`src/hdl/muldiv_pkg.sv`:
```
// Widths, word types, operation and state encodings, request and divider step structs
package muldiv_pkg;

  ////////////////////
  // Widths

  // Operand and result width
  localparam int XLEN = 32;
  // Step counter covers 1 to DIV_STEPS
  localparam int STEP_CNT_W = 6;
  // Counted divide iterations in EXEC
  localparam int DIV_STEPS = 32;

  ////////////////////
  // Word types

  // One operand or result word
  typedef logic [XLEN-1:0] xlen_t;
  // Operand with one sign extension bit
  typedef logic [XLEN:0] ext_t;
  // Divider adder, two sign bits over the word
  typedef logic [XLEN+1:0] acc_t;

  ////////////////////
  // Encodings

  // Top bit of the opcode splits multiply from divide
  typedef enum logic [2:0] {
    MUL    = 3'd0,
    MULH   = 3'd1,
    MULHSU = 3'd2,
    MULHU  = 3'd3,
    DIV    = 3'd4,
    DIVU   = 3'd5,
    REM    = 3'd6,
    REMU   = 3'd7
  } muldiv_op_e;

  // Controller states
  typedef enum logic [2:0] {
    IDLE,
    EXEC,
    REMD_CHCK,
    QUOT_CORR,
    REMD_CORR
  } muldiv_state_e;

  // Request as held by the requester until consumed
  typedef struct packed {
    muldiv_op_e op;
    xlen_t      rs1;
    xlen_t      rs2;
  } muldiv_req_t;

  // Divider step strobes, one hot while a divide is in flight
  typedef struct packed {
    logic first;
    logic iterate;
    logic check;
    logic quot_corr;
    logic remd_corr;
  } div_step_t;

endpackage

```
`src/hdl/muldiv_mul.sv`:
```
// Combinational multiplier returning the low or high product word
`timescale 1ns/1ps

module muldiv_mul import muldiv_pkg::*; (
  input  muldiv_req_t i_req,
  output xlen_t       o_result
);

  logic              rs1_sign;
  logic              rs2_sign;
  ext_t              op1;
  ext_t              op2;
  xlen_t             mag1;
  xlen_t             mag2;
  logic              prod_neg;
  logic [2*XLEN-1:0] prod_mag;
  logic [2*XLEN-1:0] prod;

  // MULHU treats rs1 as unsigned
  assign rs1_sign = (i_req.op == MULHU) ? 1'b0 : i_req.rs1[XLEN-1];
  // MULHSU and MULHU treat rs2 as unsigned
  assign rs2_sign = ((i_req.op == MULHSU) || (i_req.op == MULHU)) ? 1'b0
                                                                   : i_req.rs2[XLEN-1];

  // 33-bit signed operands
  assign op1 = {rs1_sign, i_req.rs1};
  assign op2 = {rs2_sign, i_req.rs2};

  ////////////////////
  // Sign and magnitude product

  // Most negative word keeps its pattern as an unsigned magnitude
  assign mag1 = op1[XLEN] ? (~op1[XLEN-1:0] + 1'b1) : op1[XLEN-1:0];
  assign mag2 = op2[XLEN] ? (~op2[XLEN-1:0] + 1'b1) : op2[XLEN-1:0];

  assign prod_mag = mag1 * mag2;
  assign prod_neg = op1[XLEN] ^ op2[XLEN];

  // Negate back when the operand signs differ
  assign prod = prod_neg ? (~prod_mag + 1'b1) : prod_mag;

  // Low word for MUL, high word for the three MULH forms
  assign o_result = (i_req.op == MUL) ? prod[XLEN-1:0] : prod[2*XLEN-1:XLEN];

endmodule

```
`src/hdl/muldiv_div.sv`:
```
// Non-restoring divider datapath with correction and special case results
`timescale 1ns/1ps

module muldiv_div import muldiv_pkg::*; (
  input  logic        clk,
  input  logic        i_rst_n,
  input  muldiv_req_t i_req,
  input  div_step_t   i_step,
  output logic        o_need_corr,
  output logic        o_special,
  output xlen_t       o_result
);

  logic  is_div_op;
  logic  signed_op;
  logic  quot_sel;
  logic  rs1_sign;
  logic  rs2_sign;
  acc_t  divisor;
  logic  quot_init;
  logic  prev_quot;
  logic  cur_quot;
  ext_t  step_low;
  ext_t  part_remd_q;
  ext_t  part_quot_q;
  logic  part_remd_sft1_q;
  ext_t  remd_fix;
  ext_t  quot_fix;
  acc_t  alu_op1;
  acc_t  alu_op2;
  logic  alu_sub;
  acc_t  alu_sum;
  logic  remd_is_0;
  logic  remd_is_neg_divs;
  logic  remd_is_divs;
  logic  remd_bad;
  logic  remd_inc_quot_dec;
  ext_t  quot_res;
  ext_t  remd_res;
  logic  div_by_zero;
  logic  div_ovf;
  xlen_t special_res;

  // Operation decode
  assign is_div_op = i_req.op inside {DIV, DIVU, REM, REMU};
  assign signed_op = (i_req.op == DIV) || (i_req.op == REM);
  assign quot_sel  = (i_req.op == DIV) || (i_req.op == DIVU);

  assign rs1_sign = signed_op & i_req.rs1[XLEN-1];
  assign rs2_sign = signed_op & i_req.rs2[XLEN-1];
  assign divisor  = {rs2_sign, rs2_sign, i_req.rs2};

  // First quotient bit is -1 when dividend and divisor signs differ
  assign quot_init = ~(rs1_sign ^ rs2_sign);

  ////////////////////
  // Iteration

  // Previous quotient bit picks subtract or add
  assign prev_quot = i_step.first ? quot_init : part_quot_q[0];
  // Low half of the shift pair, dividend on the first step
  assign step_low  = i_step.first ? {i_req.rs1, quot_init} : part_quot_q;
  assign cur_quot  = ~(alu_sum[XLEN+1] ^ divisor[XLEN+1]);

  // Last iteration stored shifted, undo the shift for check and result
  assign remd_fix = {part_remd_sft1_q, part_remd_q[XLEN:1]};
  // Final quotient bit forced to one
  assign quot_fix = {part_quot_q[XLEN:1], 1'b1};

  // Shared 34-bit add/subtract, operands by step
  always_comb begin
    alu_op1 = {part_remd_sft1_q, part_remd_q};
    alu_op2 = divisor;
    alu_sub = prev_quot;
    if (i_step.first) begin
      alu_op1 = {(XLEN+2){rs1_sign}};
    end else if (i_step.check) begin
      // Remainder plus divisor, zero means remainder is minus the divisor
      alu_op1 = {remd_fix[XLEN], remd_fix};
      alu_sub = 1'b0;
    end else if (i_step.quot_corr) begin
      alu_op1 = {part_quot_q[XLEN], part_quot_q};
      alu_op2 = acc_t'(1);
      alu_sub = remd_inc_quot_dec;
    end else if (i_step.remd_corr) begin
      alu_op1 = {part_remd_q[XLEN], part_remd_q};
      alu_sub = ~remd_inc_quot_dec;
    end
  end

  assign alu_sum = alu_op1 + (alu_op2 ^ {(XLEN+2){alu_sub}}) + acc_t'(alu_sub);

  ////////////////////
  // Remainder check

  assign remd_is_0        = (remd_fix == '0);
  assign remd_is_neg_divs = (alu_sum == '0);
  assign remd_is_divs     = (remd_fix == divisor[XLEN:0]);

  // Sign mismatch with the dividend, or remainder of plus or minus the divisor
  assign remd_bad = ((remd_fix[XLEN] ^ rs1_sign) & ~remd_is_0)
                  | remd_is_neg_divs
                  | remd_is_divs;
  assign o_need_corr = i_step.check & remd_bad;

  // Direction of the correction from the held remainder sign
  assign remd_inc_quot_dec = part_remd_q[XLEN] ^ divisor[XLEN+1];

  // Partial remainder and quotient
  always_ff @(posedge clk or negedge i_rst_n) begin
    if (!i_rst_n) begin
      part_remd_q      <= '0;
      part_quot_q      <= '0;
      part_remd_sft1_q <= 1'b0;
    end else if (i_step.first || i_step.iterate) begin
      part_remd_sft1_q <= alu_sum[XLEN];
      part_remd_q      <= {alu_sum[XLEN-1:0], step_low[XLEN]};
      part_quot_q      <= {step_low[XLEN-1:0], cur_quot};
    end else if (o_need_corr) begin
      // Unshifted form for the correction steps
      part_remd_q <= remd_fix;
      part_quot_q <= quot_fix;
    end else if (i_step.quot_corr) begin
      part_quot_q <= alu_sum[XLEN:0];
    end
  end

  // Remainder correction result goes out straight from the adder
  assign quot_res = i_step.remd_corr ? part_quot_q : quot_fix;
  assign remd_res = i_step.remd_corr ? alu_sum[XLEN:0] : remd_fix;

  ////////////////////
  // Special cases

  assign div_by_zero = (i_req.rs2 == '0);
  // Most negative dividend over -1
  assign div_ovf = signed_op & (&i_req.rs2)
                 & (i_req.rs1 == {1'b1, {(XLEN-1){1'b0}}});
  assign o_special = is_div_op & (div_by_zero | div_ovf);

  always_comb begin
    if (div_by_zero) begin
      special_res = quot_sel ? '1 : i_req.rs1;
    end else begin
      special_res = quot_sel ? {1'b1, {(XLEN-1){1'b0}}} : '0;
    end
  end

  assign o_result = o_special ? special_res
                  : quot_sel  ? quot_res[XLEN-1:0]
                              : remd_res[XLEN-1:0];

endmodule

```
`src/hdl/muldiv_ctrl.sv`:
```
// Controller FSM, step counter, divider strobes, handshake and result select
`timescale 1ns/1ps

module muldiv_ctrl import muldiv_pkg::*; (
  input  logic        clk,
  input  logic        i_rst_n,
  input  logic        i_req_valid,
  input  muldiv_req_t i_req,
  output logic        o_req_ready,
  output logic        o_rsp_valid,
  input  logic        i_rsp_ready,
  output xlen_t       o_rsp_result,
  output div_step_t   o_div_step,
  input  logic        i_need_corr,
  input  logic        i_special,
  input  xlen_t       i_mul_result,
  input  xlen_t       i_div_result
);

  muldiv_state_e           state_q;
  muldiv_state_e           state_d;
  logic [STEP_CNT_W-1:0]   cnt_q;
  logic [STEP_CNT_W-1:0]   cnt_d;
  logic                    is_div;
  logic                    exec_last;
  logic                    wbck_condi;
  logic                    rsp_hsk;

  // Opcode top bit marks a divide
  assign is_div = i_req.op[2];

  // Multiply finishes in its first EXEC cycle, divide after DIV_STEPS
  assign exec_last = is_div ? (cnt_q == STEP_CNT_W'(DIV_STEPS))
                            : (cnt_q == STEP_CNT_W'(1));

  ////////////////////
  // Handshake

  // Result is final in these cases
  assign wbck_condi = i_special
                    | ((state_q == EXEC) & exec_last & ~is_div)
                    | ((state_q == REMD_CHCK) & ~i_need_corr)
                    | (state_q == REMD_CORR);

  assign o_rsp_valid = wbck_condi & i_req_valid;
  // Request consumed together with the response
  assign o_req_ready = o_rsp_valid & i_rsp_ready;
  assign rsp_hsk     = o_req_ready;

  ////////////////////
  // State machine

  always_comb begin
    state_d = state_q;
    cnt_d   = cnt_q;
    case (state_q)
      IDLE: begin
        // Special cases answer in IDLE
        if (i_req_valid && !i_special) begin
          state_d = EXEC;
          cnt_d   = STEP_CNT_W'(1);
        end
      end
      EXEC: begin
        if (!exec_last) begin
          cnt_d = cnt_q + 1'b1;
        end else if (is_div) begin
          state_d = REMD_CHCK;
        end else if (rsp_hsk) begin
          state_d = IDLE;
        end
      end
      REMD_CHCK: begin
        if (i_need_corr) begin
          state_d = QUOT_CORR;
        end else if (rsp_hsk) begin
          state_d = IDLE;
        end
      end
      QUOT_CORR: state_d = REMD_CORR;
      REMD_CORR: begin
        if (rsp_hsk) begin
          state_d = IDLE;
        end
      end
      default: state_d = IDLE;
    endcase
  end

  always_ff @(posedge clk or negedge i_rst_n) begin
    if (!i_rst_n) begin
      state_q <= IDLE;
      cnt_q   <= '0;
    end else begin
      state_q <= state_d;
      cnt_q   <= cnt_d;
    end
  end

  ////////////////////
  // Divider strobes

  // First step runs in the IDLE cycle that sees the request
  always_comb begin
    o_div_step           = '0;
    o_div_step.first     = is_div & (state_q == IDLE) & i_req_valid & ~i_special;
    o_div_step.iterate   = is_div & (state_q == EXEC);
    o_div_step.check     = is_div & (state_q == REMD_CHCK);
    o_div_step.quot_corr = is_div & (state_q == QUOT_CORR);
    o_div_step.remd_corr = is_div & (state_q == REMD_CORR);
  end

  // Special results come from the divider as well
  assign o_rsp_result = is_div ? i_div_result : i_mul_result;

endmodule

```
`src/hdl/muldiv_top.sv`:
```
// Top level of the multiply/divide unit with controller and both datapaths
`timescale 1ns/1ps

module muldiv_top import muldiv_pkg::*; (
  input  logic        clk,
  input  logic        i_rst_n,
  // Request side
  input  logic        i_req_valid,
  input  muldiv_req_t i_req,
  output logic        o_req_ready,
  // Response side
  output logic        o_rsp_valid,
  input  logic        i_rsp_ready,
  output xlen_t       o_rsp_result
);

  // Controller to divider
  div_step_t div_step;
  // Divider status back to the controller
  logic      div_need_corr;
  logic      div_special;
  // Datapath results
  xlen_t     mul_result;
  xlen_t     div_result;

  muldiv_ctrl u_ctrl (
    .clk          (clk),
    .i_rst_n      (i_rst_n),
    .i_req_valid  (i_req_valid),
    .i_req        (i_req),
    .o_req_ready  (o_req_ready),
    .o_rsp_valid  (o_rsp_valid),
    .i_rsp_ready  (i_rsp_ready),
    .o_rsp_result (o_rsp_result),
    .o_div_step   (div_step),
    .i_need_corr  (div_need_corr),
    .i_special    (div_special),
    .i_mul_result (mul_result),
    .i_div_result (div_result)
  );

  // Multiply is purely combinational on the held request
  muldiv_mul u_mul (
    .i_req    (i_req),
    .o_result (mul_result)
  );

  muldiv_div u_div (
    .clk         (clk),
    .i_rst_n     (i_rst_n),
    .i_req       (i_req),
    .i_step      (div_step),
    .o_need_corr (div_need_corr),
    .o_special   (div_special),
    .o_result    (div_result)
  );

endmodule

```
`config.mk`:
```
export PLATFORM = sky130hd
export DESIGN_NAME = muldiv_top
export DESIGN_NICKNAME = d
export VERILOG_FILES = /design/src/hdl/muldiv_pkg.sv /design/src/hdl/muldiv_mul.sv /design/src/hdl/muldiv_div.sv /design/src/hdl/muldiv_ctrl.sv /design/src/hdl/muldiv_top.sv
export SDC_FILE = /design/constraint.sdc
export NUM_CORES = 2
export LEC_CHECK = 0
export ABC_AREA = 1
export BUFFER_PORTS_ARGS = -buffer_cell sky130_fd_sc_hd__buf_2
export CAP_MARGIN = 20
export CORE_MARGIN = 1
export CORE_UTILIZATION = 35
export DETAILED_ROUTE_END_ITERATION = 12
export PLACE_DENSITY = 0.56
export SYNTH_ARGS = -nofsm -noshare
export SYNTH_HDL_FRONTEND = slang
export SYNTH_SLANG_ARGS = --single-unit
```
`constraint.sdc`:
```
create_clock -name clk -period 19.3 [get_ports clk]
set_input_delay 2.895 -clock clk [delete_from_list [all_inputs] [get_ports clk]]
set_output_delay 2.895 -clock clk [all_outputs]
set_load 0.02 [all_outputs]
```
==> summary.txt <==
Status -> complete, no violations
Rows -> 133
Synth top area cells -> fa_1, inv_1, nand2_1, ha_1, nor2_1
Initial antenna violation count -> 21
Reg-to-reg slack, setup -> 11450 ps
Fin Setup TNS -> 0 ps
Setup WS pre-CTS -> 1490 ps
Dpl cells -> 8162
Synth async-reset ratio -> 1.00
Critical Path AT -> 15200 ps
Reg clk slew, reported paths -> 60 ps
Boundary Pins -> 105
Mean Syn Cell Area -> 7.20 µm²
Die Ht -> 366 µm
Max Clock Skew -> 9.34 ps
H-tree lvl count -> 3
Share of the synthesized area in the top cell type -> 0.387
Seq/Total Area, Yosys -> 0.0410
CTS tree -> built
Max stage delay on crit path -> 550 ps
Total GRT Usage -> 0.301
Placed inst area -> 49200 µm²
Worst slew pin tran -> 1150 ps
Initial Util -> 0.353
Final Setup Violations -> 0
Synth unique cells -> 65
Number of synthesized flops with an enable pin -> 0
DR vias/cell -> 5.38
Commonest cells post-synth -> inv_1, nand2_1, fa_1
Hold Crit Depth -> 2
Seq cells post-synth -> 76
Crit share post-route -> 0.938
Crit path capture type -> output pin
Via count -> 44100
Cts hold-fix bufs -> 0
Max_cap viols -> 0
Path depth of the worst reg2reg path -> 30
Postcts setup bufs -> 0
Synthesized area -> 46400 µm²
Highest Clock Rate -> 55.3 MHz
Max Fanout on Critical Path -> 26
Share of post-route cells with drive strength above 1 -> 0.0556
Clk sinks -> 76
Cts repair resizes -> 0
CTS max path bufs -> 2
Final setup margin -> 1200 ps
Total CTS buffers -> 9
Clk Latency, worst-skew pair -> 360 ps
Synth Flop Type -> dfrtp_1
Critical-path cell with the highest stage delay -> nand2_2
PortBufs -> 104
Largest net degree at the start of global routing -> 63
Drt first pass iters -> 7
Rel. slew slack -> 0.235
Final hold viol count -> 0
Critical path type -> in -> out
DP HPWL -> 167 mm
Non-Filler Instances -> 8197
Largest area contributor in the netlist -> fa_1
Hold Crit Class -> reg -> reg
Slew Viols, Final -> 0
Yosys warnings -> 0
Vias in the first global route -> 44300
Most used cell, CP -> fa_1
Syn Nets -> 7714
Die area -> 134000 µm²
Area Growth Syn to Fin -> 6.96%
Reg area -> 1900 µm²
Crit path launch type -> input pin
RR Endpoint -> u_div.part_quot_q[32]
GPL Wtd Cong -> 1.00
DR DRC count -> 0
CORE AREA -> 131000 µm²
Total global routing overflow -> 0
RSZ-0062 raised after global routing -> no
Syn Inst Count -> 6446
Final instance area -> 49600 µm²
Area of the multi-input gates -> 37900 µm²
Die width -> 366 µm
Critical R2R Launch -> u_ctrl.state_q[1]
Root buffer cell -> clkbuf_16
CP Data Required Time -> 16410 ps
Fin nets -> 7689
Most common cell in the synthesized netlist -> inv_1
Start point of the critical path -> i_req[32]
DR WL/cell -> 24.7 µm
DR iter-0 viols -> 4758
Fill cell count -> 14000
Total Wirelength -> 202 mm
Fin crit period -> 18100 ps
Worst Setup EP -> o_rsp_result[8]
Antenna-violating nets left -> 0
First-pass GRT wire length -> 299 mm
[flip-flops by register name, summed over array words and instances (netlist names)]
register	count
u_div.part_remd_q	33
u_ctrl.cnt_q	6
u_ctrl.state_q	3
u_div.part_remd_sft1_q	1
u_div.part_quot_q	33
[layout make-up]
| cell class | count | share of cell area |
|---|---|---|
| Clock buffer | 11 | 0.00489 |
| Inverter | 1512 | 0.114 |
| Multi-Input combinational cell | 4591 | 0.763 |
| Tap cell | 1755 | 0.0443 |
| Timing Repair Buffer | 231 | 0.0323 |
| Sequential cell | 76 | 0.0383 |
| Clock inverter | 5 | 0.00169 |
| Antenna cell | 16 | 0.000807 |
[routing by layer]
layer / vias up / share of wire / track usage / wire length (µm)
li1: 19300 / - / - / -
met1: 22100 / 0.42 / 0.418 / 85300
met5: - / 0 / 0 / 0
met4: 0 / 0.050 / 0.124 / 10200
met3: 370 / 0.089 / 0.0480 / 18000
met2: 2245 / 0.44 / 0.464 / 88700
[worst max-delay path: cells and delay by family]
family	cells	cell delay [ps]
AO/OA/AOI/OAI	4	990
XOR/XNOR	2	430
adder cells (fa/ha/maj)	9	4330
buffers and inverters	9	1280
AND/OR/NAND/NOR	24	5270
[placed cells by master, fill, tap and decap left out, types with 13 or more instances in the layout]
cell type  netlist  final
or2_2           26     26
diode_2          0     16
inv_2           14     15
nor3_1          49     49
nor2_2          11     13
buf_4            2    121
a31oi_1         32     31
a21oi_1        241    240
a221oi_1        36     36
o21ai_0        281    279
inv_1         1473   1471
o21a_1          16     16
a22oi_1         38     38
fa_1           897    897
nand3_1        162    162
nand4_1         45     45
nor4_1          27     27
nand2_1       1302   1301
o211ai_1        29     29
o22ai_1         32     32
buf_2           18    103
ha_1           300    300
xnor2_1         39     39
a21o_1          19     19
xor2_1         134    124
dfrtp_1         76     76
o221ai_1        18     18
clkinv_1        24     25
nor2_1         768    765
[logic make-up (layout without fill, tap and decap cells)]
kind of cell / Yosys count / after routing / share of synthesized area
AND/OR/NAND/NOR: 2436 / 2436 / 0.213
buffers and inverters: 1779 / 1759 / 0.145
adder cells (fa/ha/maj): 1197 / 1197 / 0.468
AO/OA/AOI/OAI: 783 / 783 / 0.0989
XOR/XNOR: 175 / 175 / 0.0334
flip-flops: 76 / 76 / 0.0410
other: 0 / 16 / 0
[metrics by stage]
step,utilization,hold slack (ps)
after floorplan,-,442
after global placement,0.373,459
after detailed placement,0.374,461
after CTS,0.377,477
after global routing,0.377,495
final,0.377,481
[worst min-delay path by stage]
stage / slack (ps) / end / from
4_1_cts: 480 / u_div.part_remd_q[0] / u_div.part_remd_q[0]
2_1_floorplan: 440 / u_div.part_remd_q[0] / u_div.part_remd_q[0]
6_report: 480 / u_div.part_remd_q[0] / u_div.part_remd_q[0]
5_1_grt: 490 / u_div.part_remd_q[0] / u_div.part_remd_q[0]
3_5_place_dp: 460 / u_div.part_remd_q[0] / u_div.part_remd_q[0]
3_3_place_gp: 460 / u_div.part_remd_q[0] / u_div.part_remd_q[0]
Power is not shown: default switching activity piles up to over one toggle a cycle in this logic, so the estimate is an artifact.
